[config.mk]
export PLATFORM = sky130hd
export DESIGN_NAME = host_command
export DESIGN_NICKNAME = d
export VERILOG_FILES = /design/src/verilog/mac_pkg.sv /design/src/verilog/host_command.sv
export VERILOG_INCLUDE_DIRS = /design/src /design/src/verilog
export SDC_FILE = /design/constraint.sdc
export NUM_CORES = 1
export LEC_CHECK = 0
export BUFFER_PORTS_ARGS = -buffer_cell sky130_fd_sc_hd__buf_2
export CAP_MARGIN = 20
export CORE_AREA = 2 2 81 83
export CTS_CLUSTER_SIZE = 24
export DETAILED_ROUTE_END_ITERATION = 16
export DIE_AREA = 0 0 83 85
export MAX_ROUTING_LAYER = met4
export PLACE_DENSITY = 0.77
export SLEW_MARGIN = 20
export SYNTH_ARGS = -nofsm -noshare
export SYNTH_HDL_FRONTEND = slang
export SYNTH_SLANG_ARGS = --single-unit
[constraint.sdc]
create_clock -name clock -period 1.9 [get_ports clock]
set_input_delay 0.19 -clock clock [delete_from_list [all_inputs] [get_ports clock]]
set_output_delay 0.19 -clock clock [all_outputs]
set_load 0.01 [all_outputs]
[src/verilog/mac_defs.svh]
`ifndef MAC_DEFS_SVH
`define MAC_DEFS_SVH

// ---------------------------------------------------------------------------
// ring geometry
// ---------------------------------------------------------------------------
`define MAC_SLOT_COUNT     4
`define MAC_SLOT_BITS      2
`define MAC_SLOT_BYTES     64
`define MAC_MAX_PAYLOAD    60          // slot minus four crc bytes
`define MAC_ADDR_BITS      16

// ---------------------------------------------------------------------------
// ethernet framing
// ---------------------------------------------------------------------------
`define MAC_PREAMBLE_BYTE  8'h55
`define MAC_PREAMBLE_LEN   7
`define MAC_SFD_BYTE       8'hd5
`define MAC_IFG_CYCLES     12

// crc register after a good frame plus its fcs
`define MAC_CRC_RESIDUE    32'hc704_dd7b

`endif

[src/verilog/mac_pkg.sv]
`default_nettype none

`include "mac_defs.svh"

package mac_pkg;

    typedef logic [7:0]                byte_t;
    typedef logic [`MAC_ADDR_BITS-1:0] pkt_addr_t;     // byte address or packet length
    typedef logic [`MAC_SLOT_BITS-1:0] slot_t;

    typedef enum logic [2:0] {
        op_read,
        op_read_len,
        op_read_next,
        op_write,
        op_write_len,
        op_write_next
    } host_op_e;

    typedef struct packed {
        host_op_e  op;
        pkt_addr_t addr;
        byte_t     value;
    } host_req_t;

    typedef struct packed {
        byte_t data;
        logic  en;
    } gmii_tx_t;

    typedef struct packed {
        byte_t data;
        logic  dv;
        logic  er;
    } gmii_rx_t;

    // crc-32 over one byte, poly 04c11db7, data[0] is the first bit on the wire
    function automatic logic [31:0] crc32_next(input byte_t data, input logic [31:0] crc);
        logic [31:0] c;
        logic        fb;
        c = crc;
        for (int i = 0; i < 8; i++)
        begin
            fb = c[31] ^ data[i];
            c  = {c[30:0], 1'b0} ^ (fb ? 32'h04c1_1db7 : 32'h0);
        end
        return c;
    endfunction

    // fcs byte idx of a crc register, complemented and bit reversed
    function automatic byte_t crc32_fcs_byte(input logic [31:0] crc, input logic [1:0] idx);
        byte_t b;
        byte_t r;
        b = crc[31 - 8 * idx -: 8];
        for (int i = 0; i < 8; i++)
            r[i] = ~b[7 - i];
        return r;
    endfunction

endpackage

`default_nettype wire

[src/verilog/host_command.sv]
`timescale 1ns/1ns
`default_nettype none

`include "mac_defs.svh"

module host_command (
    input  wire                     clock,
    input  wire                     reset,
    input  wire                     host_start,
    input  wire mac_pkg::host_req_t host_req,
    output logic                    host_done,
    output mac_pkg::pkt_addr_t      host_result,
    // transmit ring, producer side
    output logic                    wr_strobe,
    output mac_pkg::pkt_addr_t      wr_addr,
    output mac_pkg::byte_t          wr_byte,
    output logic                    commit,
    output mac_pkg::pkt_addr_t      commit_len,
    input  wire                     full,
    // receive ring, consumer side
    output mac_pkg::pkt_addr_t      rd_addr,
    input  wire mac_pkg::byte_t     head_byte,
    input  wire mac_pkg::pkt_addr_t head_len,
    output logic                    release_slot,
    input  wire                     empty
);

    mac_pkg::pkt_addr_t tx_len;                 // highest written address plus one
    logic               in_range;

    assign in_range = host_req.addr < `MAC_MAX_PAYLOAD;

    // ring accesses happen in the start cycle
    assign wr_strobe    = host_start && host_req.op == mac_pkg::op_write && in_range;
    assign wr_addr      = host_req.addr;
    assign wr_byte      = host_req.value;
    assign commit       = host_start && host_req.op == mac_pkg::op_write_next && !full;
    assign commit_len   = tx_len;
    assign rd_addr      = host_req.addr;
    assign release_slot = host_start && host_req.op == mac_pkg::op_read_next && !empty;

    always_ff @(posedge clock)
    begin
        if (reset)
            tx_len <= '0;
        else if (commit)
            tx_len <= '0;                       // next slot starts empty
        else if (wr_strobe && host_req.addr >= tx_len)
            tx_len <= host_req.addr + 1'b1;
    end

    always_ff @(posedge clock)
    begin
        if (reset)
            host_done <= 1'b0;
        else
            host_done <= host_start;
    end

    always_ff @(posedge clock)
    begin
        if (host_start)
        begin
            case (host_req.op)
                mac_pkg::op_write:
                    host_result <= mac_pkg::pkt_addr_t'(!in_range);    // 1 when past payload
                mac_pkg::op_write_len:
                    host_result <= tx_len;
                mac_pkg::op_write_next:
                    host_result <= mac_pkg::pkt_addr_t'(full);         // 1 on overflow
                mac_pkg::op_read:
                    if (!empty && host_req.addr < head_len)
                        host_result <= mac_pkg::pkt_addr_t'(head_byte);
                    else
                        host_result <= '0;
                mac_pkg::op_read_len:
                    host_result <= empty ? '0 : head_len;
                mac_pkg::op_read_next:
                    host_result <= mac_pkg::pkt_addr_t'(empty);        // 1 when nothing left
                default:
                    host_result <= '0;
            endcase
        end
    end

endmodule

`default_nettype wire

* Yosys cells after proc, flatten, opt, wreduce, memory -nomap -nowiden
Index checks and enable logic that the tools add are counted.
** Word-level totals
- Logic and storage cells :: 28
- Output and inout bits :: 76
- Bits of input ports :: 56
- Flip-flop bits (word level) :: 33
** Cells by class
- Add/subtract/negate cells :: 1
- Equal/unequal tests :: 5
- Multiplexer cells :: 3
- $lt $le $gt $ge :: 3
- Reduce and logical (&&, ||, !) cells :: 13
** Operators with widths (number)
- $pmux W16 S6 :: 1
- $add A16 B1 Y16 const B :: 1
- $ge A16 B16 Y1 :: 1
- $lt A16 B16 Y1 :: 1
- $lt A16 B6 Y1 const B :: 1
- $mux W16 :: 1
- $logic_and A1 B1 Y1 :: 8
- $mux W8 :: 1
- $eq A3 B2 Y1 const B :: 2
- $eq A3 B3 Y1 const B :: 2
- $eq A3 B1 Y1 const B :: 1
- $logic_not A1 Y1 :: 3
- $logic_not A3 Y1 :: 1
- $reduce_or A2 Y1 :: 1

* Longest topological paths before layout
Gate-level depths: netlist of run 1.
- Depth in word-level cells :: 4
- Gate-level depth with buffers :: 9
- Gate-level depth less buffers :: 8

* Worst setup path after synthesis of run 1
No wires, ideal clock.
- Path type :: register to register
- Start :: reg tx_len[11] (netlist: commit_len[11])
- End :: reg tx_len[1] (netlist: commit_len[1])
- Required time :: 1828 ps
- Path buffers :: 1
- Period minus slack after synthesis :: 1945 ps
- Cell stages (with the launch flop) :: 10
- Library setup time :: 72 ps
- Path slack :: -45 ps
- Data arrival time :: 1873 ps
- Cells stage by stage :: dfxtp_1 -> inv_1 -> ha_1 -> a21oi_1 -> o21ai_0 -> a2111oi_2 -> o21ai_1 -> nand2_4 -> buf_6 -> mux2i_1
** On the way
- Word-level cells in the longest chain between the ends :: 2
** RTL lines
- start, declared :: line host_command.sv:28 : mac_pkg::pkt_addr_t tx_len;
- start signal, assigned :: line host_command.sv:49 : tx_len <= host_req.addr + 1'b1;
- $ge A16 B16 Y1 :: line host_command.sv:48 : else if (wr_strobe && host_req.addr >= tx_len)
- $logic_and A1 B1 Y1 :: line host_command.sv:48
Every way passes these cells.
A chain may end at the register's enable or synchronous reset.

* Final worst setup path of run 1
- Start :: reg tx_len[12] (netlist: commit_len[12])
- End :: reg tx_len[2] (netlist: commit_len[2])
The elaborated chain is that of the path after synthesis.

==> flow_summary.toml, run 1 <==
[worst_setup_path]
ordered_list_of_cells_on_the_worst_path = "inv_1 -> ha_1 -> a211oi_2 -> nor2_2 -> a2111oi_4 -> o21ai_4 -> nand2_4 -> mux2i_1"
critical_path_peak_fanout = 8
path_class = "flip-flop to flip-flop"
critPathCaptureType = "flip-flop"
critical_path_arrival_ns = 2.17
critical_path.startpoint_type = "flip-flop"
crit_path_max_delay_cell_type = "sky130_fd_sc_hd__a2111oi_4"
regToRegSetupSlack_ns = -0.05
critPathRequiredTime_ns = 2.12
slowest_stage_delay_cp_ns = 0.41

[clock_tree]
root_buffer = "sky130_fd_sc_hd__clkbuf_8"
path_clk_slew_ns = 0.07
holdBufCountCts = 0
clock_tree_from_tritoncts = "yes"
clock_latency_ns = 0.29
clockBufferDepth = 2
number_of_buffers_inserted_during_clock_tree_synthesis = 5
tritoncts_num_sinks = 33
cts_htree_levels = 2

[global_route]
grt_pass1_vias = 2345
antenna_found_initial = 0
track_usage = 0.200
grt_pass1_wl_um = 10900
grt_max_degree = 22
overflow = 0

[detailed_routing]
route.antenna.remaining_nets = 0
wl_per_cell_um = 15.6
post-route-drc-count = 0
post_drt_via_cell_ratio = 5.15
total_wire_length_um = 7150
vias = 2355
drt-pass1-iter-count = 4
detail_route.iter0.violations = 119

[finish]
antenna_cells_inserted = 0
n_fill_cell = 569
flow.area_growth_from_synthesis_pct = 32.1
layout.nets = 467
drive_gt1_frac = 0.503

[floorplanning]
total_core_area_sq_mm = 0.00620
die_y_um = 85
design.die.area_sq_mm = 0.00706
site_row_count = 29
initial_core_util = 0.410
die_w_um = 83
boundaryPins = 132

[timing]
timing_worst_slew_pin_value_ns = 1.13
max_freq_mhz = 514
period_minus_slack_ns = 1.95
final_hold_violation_count = 0
setup_ws_ns = -0.0463
max-slew-margin-rel = 0.241
finalSetupViolCount = 9
rsz_0062_raised_after_global_routing = "yes"
layout_skew_ns = 0.00494
report.final.slew_viol_count = 0
timing.final.crit_share = 1.02

[run]
maxCapViolations = 0

[synth]
asyncSetResetFlopFracSynth = 0
synth_compound_area_frac = 0.159
seq_area_frac_synth = 0.323
synth_ff_type = "sky130_fd_sc_hd__dfxtp_1"
synthXorXnorAreaFrac = 0.0138
synth-adder-area-share = 0.157
synth_top_family_by_area = "buffers and inverters"
synth-edff-count = 16
synth.area.top_cells = "sky130_fd_sc_hd__edfxtp_1 (19%), sky130_fd_sc_hd__ha_1 (16%), sky130_fd_sc_hd__dfxtp_1 (13%)"
synth_area_per_cell_sq_um = 9.39
post_synth_instance_area_sq_mm = 0.00254
synth.ff_latch_count = 33
synth_cell_type_count = 41
yosys.area_share.simple = 0.147
synthesis.nets = 359
synthesis.instances = 271
synth_area_leader_cell = "sky130_fd_sc_hd__edfxtp_1"
synth_mux_area_frac = 0.0197
synthesis.yosys.warnings = 0
synth_largest_type_area_fraction = 0.189

[pwr]
vdd_drop_max_mv = 0.356
powerDensity_mw_per_mm2 = 508
comb_power_share = 0.245
leakagePower_nw = 1.74
internal-power_w = 0.00120
power.switching_fraction = 0.296
clock_power_share = 0.301
totalPowerFinal_w = 0.00171
share_of_power_burned_in_registers = 0.454
p_switching_w = 0.000506

[worst_hold_path]
type_of_the_tightest_min_delay_check = "input port to flip-flop"

[placed_design]
globalplace.congestion = 0.865
numPortBuffers = 115
dp.final_hpwl_um = 5530
pre_cts_ws_ns = -0.177

[outcome]
status = "complete, but fails checks"
violations = "setup timing"
## power groups by stage
stage          logic, W  clock network (W)  registers (W)
3_3_place_gp   0.000374                  0       0.000791
5_1_grt        0.000459           0.000545       0.000778
4_1_cts        0.000394           0.000524       0.000776
6_report       0.000419           0.000515       0.000776
3_5_place_dp   0.000382                  0       0.000792
2_1_floorplan  0.000226                  0       0.000807
## cells in the mapped netlist, types with 2 or more instances
| cell type | instances |
|---|---|
| sky130_fd_sc_hd__buf_4 | 40 |
| sky130_fd_sc_hd__inv_1 | 33 |
| sky130_fd_sc_hd__ha_1 | 32 |
| sky130_fd_sc_hd__nand2_1 | 19 |
| sky130_fd_sc_hd__dfxtp_1 | 17 |
| sky130_fd_sc_hd__edfxtp_1 | 16 |
| sky130_fd_sc_hd__a22o_1 | 15 |
| sky130_fd_sc_hd__a21o_1 | 11 |
| sky130_fd_sc_hd__nor2_1 | 11 |
| sky130_fd_sc_hd__a21oi_1 | 7 |
| sky130_fd_sc_hd__and3_1 | 7 |
| sky130_fd_sc_hd__nand4_1 | 6 |
| sky130_fd_sc_hd__o21ai_0 | 6 |
| sky130_fd_sc_hd__a211oi_1 | 5 |
| sky130_fd_sc_hd__and3_2 | 5 |
| sky130_fd_sc_hd__mux2i_1 | 5 |
| sky130_fd_sc_hd__clkbuf_1 | 3 |
| sky130_fd_sc_hd__nand3_1 | 3 |
| sky130_fd_sc_hd__nor3_1 | 3 |
| sky130_fd_sc_hd__nand2b_1 | 2 |
| sky130_fd_sc_hd__nor2b_1 | 2 |
| sky130_fd_sc_hd__nor4_2 | 2 |
| sky130_fd_sc_hd__xnor2_1 | 2 |
| sky130_fd_sc_hd__xor2_1 | 2 |
## worst max-delay path, delay by kind of cell, from the launching register on
| family | cells | cell delay (ns) |
|---|---|---|
| mux | 1 | 0.21 |
| fa+ha+maj | 1 | 0.18 |
| buf+inv | 1 | 0.04 |
| flops | 1 | 0.33 |
| compound gates | 3 | 0.84 |
| simple gates | 2 | 0.27 |
## cells in the final DEF (no fill, tap or decap), types with 3 or more instances in the layout
cell type / Yosys / routed
sky130_fd_sc_hd__buf_2: 0 / 115
sky130_fd_sc_hd__nor2_2: 0 / 3
sky130_fd_sc_hd__nand2_1: 19 / 19
sky130_fd_sc_hd__a21oi_2: 1 / 4
sky130_fd_sc_hd__dfxtp_2: 0 / 6
sky130_fd_sc_hd__nand3_1: 3 / 3
sky130_fd_sc_hd__inv_2: 0 / 3
sky130_fd_sc_hd__buf_4: 40 / 30
sky130_fd_sc_hd__a211oi_1: 5 / 4
sky130_fd_sc_hd__nor2_1: 11 / 8
sky130_fd_sc_hd__nand4_1: 6 / 6
sky130_fd_sc_hd__clkbuf_8: 0 / 5
sky130_fd_sc_hd__and3_4: 0 / 6
sky130_fd_sc_hd__and3_1: 7 / 6
sky130_fd_sc_hd__o21ai_0: 6 / 4
sky130_fd_sc_hd__ha_1: 32 / 27
sky130_fd_sc_hd__dfxtp_1: 17 / 11
sky130_fd_sc_hd__edfxtp_1: 16 / 16
sky130_fd_sc_hd__a21oi_1: 7 / 4
sky130_fd_sc_hd__inv_1: 33 / 30
sky130_fd_sc_hd__a21o_1: 11 / 11
sky130_fd_sc_hd__ha_4: 0 / 5
sky130_fd_sc_hd__a22o_1: 15 / 15
sky130_fd_sc_hd__mux2i_1: 5 / 5
## registers in the layout, indices dropped and copies added (netlist names)
name and flops:
host_result 16, host_done 1, commit_len 16
## area by class of cell
class,count,area (sq um),area share
Multi-Input combinational cell,161,1430,0.426
Sequential cell,33,828,0.246
Timing Repair Buffer,145,801,0.238
Inverter,33,124,0.0368
Tap cell,77,96.3,0.0287
Clock buffer,5,68.8,0.0205
Clock inverter,3,12.5,0.00372
## cell families after synthesis
kind of cell / count (synthesis)
multiplexers: 5
AO/OA/AOI/OAI: 54
buffers and inverters: 78
XOR/XNOR: 4
adder cells (fa/ha/maj): 32
flip-flops: 33
AND/OR/NAND/NOR: 65
## path summary, 6_finish.rpt
path                          startpoint                         end  cells after the start
max          commit_len[12]$_SDFFE_PP0P_  commit_len[2]$_SDFFE_PP0P_                      8
min                                reset        host_done$_SDFF_PP0_                      2
max reg2reg  commit_len[12]$_SDFFE_PP0P_  commit_len[2]$_SDFFE_PP0P_                      8
min reg2reg   commit_len[4]$_SDFFE_PP0P_  commit_len[4]$_SDFFE_PP0P_                      2
## per-stage QoR
| stage | hold WS, ns | setup TNS (ns) | utilization | instance area (sq um) | std cells |
|---|---|---|---|---|---|
| CTS | 0.0683 | -0.0133 | 0.525 | 3260 | 457 |
| detailed placement | 0.376 | -2.27 | 0.501 | 3110 | 447 |
| global placement | 0.373 | -1.79 | 0.501 | 3110 | 447 |
| finish | 0.0883 | -0.233 | 0.542 | 3360 | 457 |
| floorplan | 0.262 | 0 | - | 2550 | 271 |
| global route | 0.0832 | -0.707 | 0.542 | 3360 | 457 |
## what timing repair did
action / 4_1_cts / 5_1_grt
pin swaps: 18 / 13
resized for setup: 11 / 21
buffers inserted: 1 / 0
setup endpoints to repair: 16 / 17
cloned: 1 / 0
## per-layer routing
metal | wire length (um) | up-vias | GRT usage
li1 | - | 1138 | -
met1 | 2970 | 1097 | 0.229
met2 | 3530 | 97 | 0.342
met3 | 435 | 23 | 0.0350
met4 | 208 | 0 | 0.0924
met5 | 0 | - | -
(Power assumes the default switching activity.)
==> run 2: changes to the inputs <==
--- a/config.mk
+++ b/config.mk
@@ -14,6 +14,7 @@
 export DIE_AREA = 0 0 83 85
 export MAX_ROUTING_LAYER = met4
 export PLACE_DENSITY = 0.77
+export SETUP_SLACK_MARGIN = 0.3
 export SLEW_MARGIN = 20
 export SYNTH_ARGS = -nofsm -noshare
 export SYNTH_HDL_FRONTEND = slang
==> run 2 against run 1 <==
Total power grew 1.9%. Non-clock buffer count shrank 6. Largest cell class unchanged. Largest power group unchanged. Worst setup slack gained 0.019 ns. The flow still finishes with violations (setup timing). Highest routed layer unchanged.
==> flow_summary.toml, run 2 (synthesized netlist as in run 1, its figures left out) <==
[placed_design]
globalplace.congestion = 0.932
numPortBuffers = 115
total_cell_area_at_the_placement_stage_sq_mm = 0.00302
dp.final_hpwl_um = 5390

[floorplanning]
die_w_um = 83
total_core_area_sq_mm = 0.00620
boundaryPins = 132
die_y_um = 85
initial_core_util = 0.410
design.die.area_sq_mm = 0.00706
site_row_count = 29

[outcome]
status = "complete, but fails checks"
violations = "setup timing"

[pwr]
vdd_drop_max_mv = 0.360
internal-power_w = 0.00121
clock_power_share = 0.307
power.switching_fraction = 0.303
comb_power_share = 0.249
leakagePower_nw = 1.72
p_switching_w = 0.000527
totalPowerFinal_w = 0.00174
share_of_power_burned_in_registers = 0.444
powerDensity_mw_per_mm2 = 507

[worst_setup_path]
critical_path_peak_fanout = 8
path_class = "flip-flop to flip-flop"
critPathCaptureType = "flip-flop"
critPathRequiredTime_ns = 2.09
critical_path.startpoint_type = "flip-flop"
critical_path_arrival_ns = 2.12

[finish]
finalCoreUtilization = 0.553
n_fill_cell = 531
layout.nets = 461
mostFrequentLayoutCell = "sky130_fd_sc_hd__buf_2"
flow.area_growth_from_synthesis_pct = 34.9
most-common-layout-cells = "sky130_fd_sc_hd__buf_2 (115), sky130_fd_sc_hd__inv_1 (25), sky130_fd_sc_hd__ha_1 (23)"
drive_gt1_frac = 0.548
multi_input_comb_area_sq_mm = 0.00153
antenna_cells_inserted = 0
sequential_cell_area_sq_um = 836
stdcell_area_sq_mm = 0.00343

[detailed_routing]
route.antenna.remaining_nets = 0
wl_per_cell_um = 16.2
post-route-drc-count = 0
total_wire_length_um = 7310
post_drt_via_cell_ratio = 5.31
vias = 2396
drt-pass1-iter-count = 5
detail_route.iter0.violations = 125

[clock_tree]
root_buffer = "sky130_fd_sc_hd__clkbuf_8"
holdBufCountCts = 0
clock_tree_from_tritoncts = "yes"
tritoncts_num_sinks = 33
number_of_buffers_inserted_during_clock_tree_synthesis = 5
path_clk_slew_ns = 0.07
clockBufferDepth = 2
clock_latency_ns = 0.30
cts_htree_levels = 2

[timing]
max-slew-margin-rel = 0.547
setup_ws_ns = -0.0275
layout_skew_ns = 0.0104
rsz_0062_raised_after_global_routing = "yes"
finalSetupViolCount = 5
timing_worst_slew_pin_value_ns = 0.679
report.final.slew_viol_count = 0
period_minus_slack_ns = 1.93
max_freq_mhz = 519
final_hold_violation_count = 0
timing.final.crit_share = 1.01

[global_route]
track_usage = 0.204
antenna_found_initial = 0
grt_pass1_wl_um = 11100
grt_pass1_vias = 2325
overflow = 0
grt_max_degree = 22

[run]
maxCapViolations = 0

[worst_hold_path]
type_of_the_tightest_min_delay_check = "input port to flip-flop"
-- run 2: layer usage --
layer  up-vias  global-route usage  routed length (um)
li1       1124                   -                   -
met1      1142               0.235                3000
met2       108               0.342                3610
met3        22              0.0477                 466
met4         0              0.0835                 231
met5         -                   -                   0
-- run 2: worst max-delay path, cell delays in order (launching register included) --
cell	delay, ns
sky130_fd_sc_hd__dfxtp_2	0.35
sky130_fd_sc_hd__inv_2	0.05
sky130_fd_sc_hd__ha_4	0.26
sky130_fd_sc_hd__nand4_1	0.19
sky130_fd_sc_hd__nor2_2	0.20
sky130_fd_sc_hd__o2111ai_2	0.14
sky130_fd_sc_hd__o21ai_4	0.28
sky130_fd_sc_hd__nand2_4	0.15
sky130_fd_sc_hd__and3_4	0.20
-- run 2: power groups by stage --
stage	sequential [W]	clock, W	combinational (W)
4_1_cts	0.000774	0.000539	0.000400
3_3_place_gp	0.000791	0	0.000370
6_report	0.000773	0.000534	0.000434
5_1_grt	0.000776	0.000567	0.000475
3_5_place_dp	0.000791	0	0.000378
2_1_floorplan	0.000807	0	0.000230
-- run 2: path summary, 6_finish.rpt --
check / cells after the start / end / start / slack, ns
max: 8 / commit_len[9]$_SDFFE_PP0P_ / commit_len[14]$_SDFFE_PP0P_ / -0.03
min: 2 / host_done$_SDFF_PP0_ / reset / 0.07
max reg2reg: 8 / commit_len[9]$_SDFFE_PP0P_ / commit_len[14]$_SDFFE_PP0P_ / -0.03
min reg2reg: 2 / commit_len[5]$_SDFFE_PP0P_ / commit_len[5]$_SDFFE_PP0P_ / 0.50
-- run 2: layout make-up --
| class | count | share of cell area |
|---|---|---|
| multi-input combinational | 161 | 0.445 |
| tap | 77 | 0.0281 |
| clock buffer | 5 | 0.0200 |
| clock inverter | 3 | 0.00510 |
| timing repair buffer | 139 | 0.222 |
| inverter | 33 | 0.0361 |
| sequential | 33 | 0.243 |
-- run 2: metrics by stage --
| step | setup WS [ns] | setup TNS, ns | hold WS [ns] | cells |
|---|---|---|---|---|
| detailed placement | -0.0658 | -0.296 | 0.372 | 431 |
| CTS | 0.0132 | 0 | 0.0615 | 451 |
| floorplan | 0.114 | 0 | 0.262 | 271 |
| global placement | -0.0447 | -0.285 | 0.371 | 431 |
| global route | -0.102 | -0.647 | 0.0677 | 451 |
| finish | -0.0275 | -0.0980 | 0.0651 | 451 |
-- run 2: timing repair --
item / in CTS / in global routing
endpoints found under the setup margin: 17 / 25
gates resized for setup: 19 / 31
gates cloned: 1 / 0
pin swaps: 14 / 18
setup buffers: 11 / 0
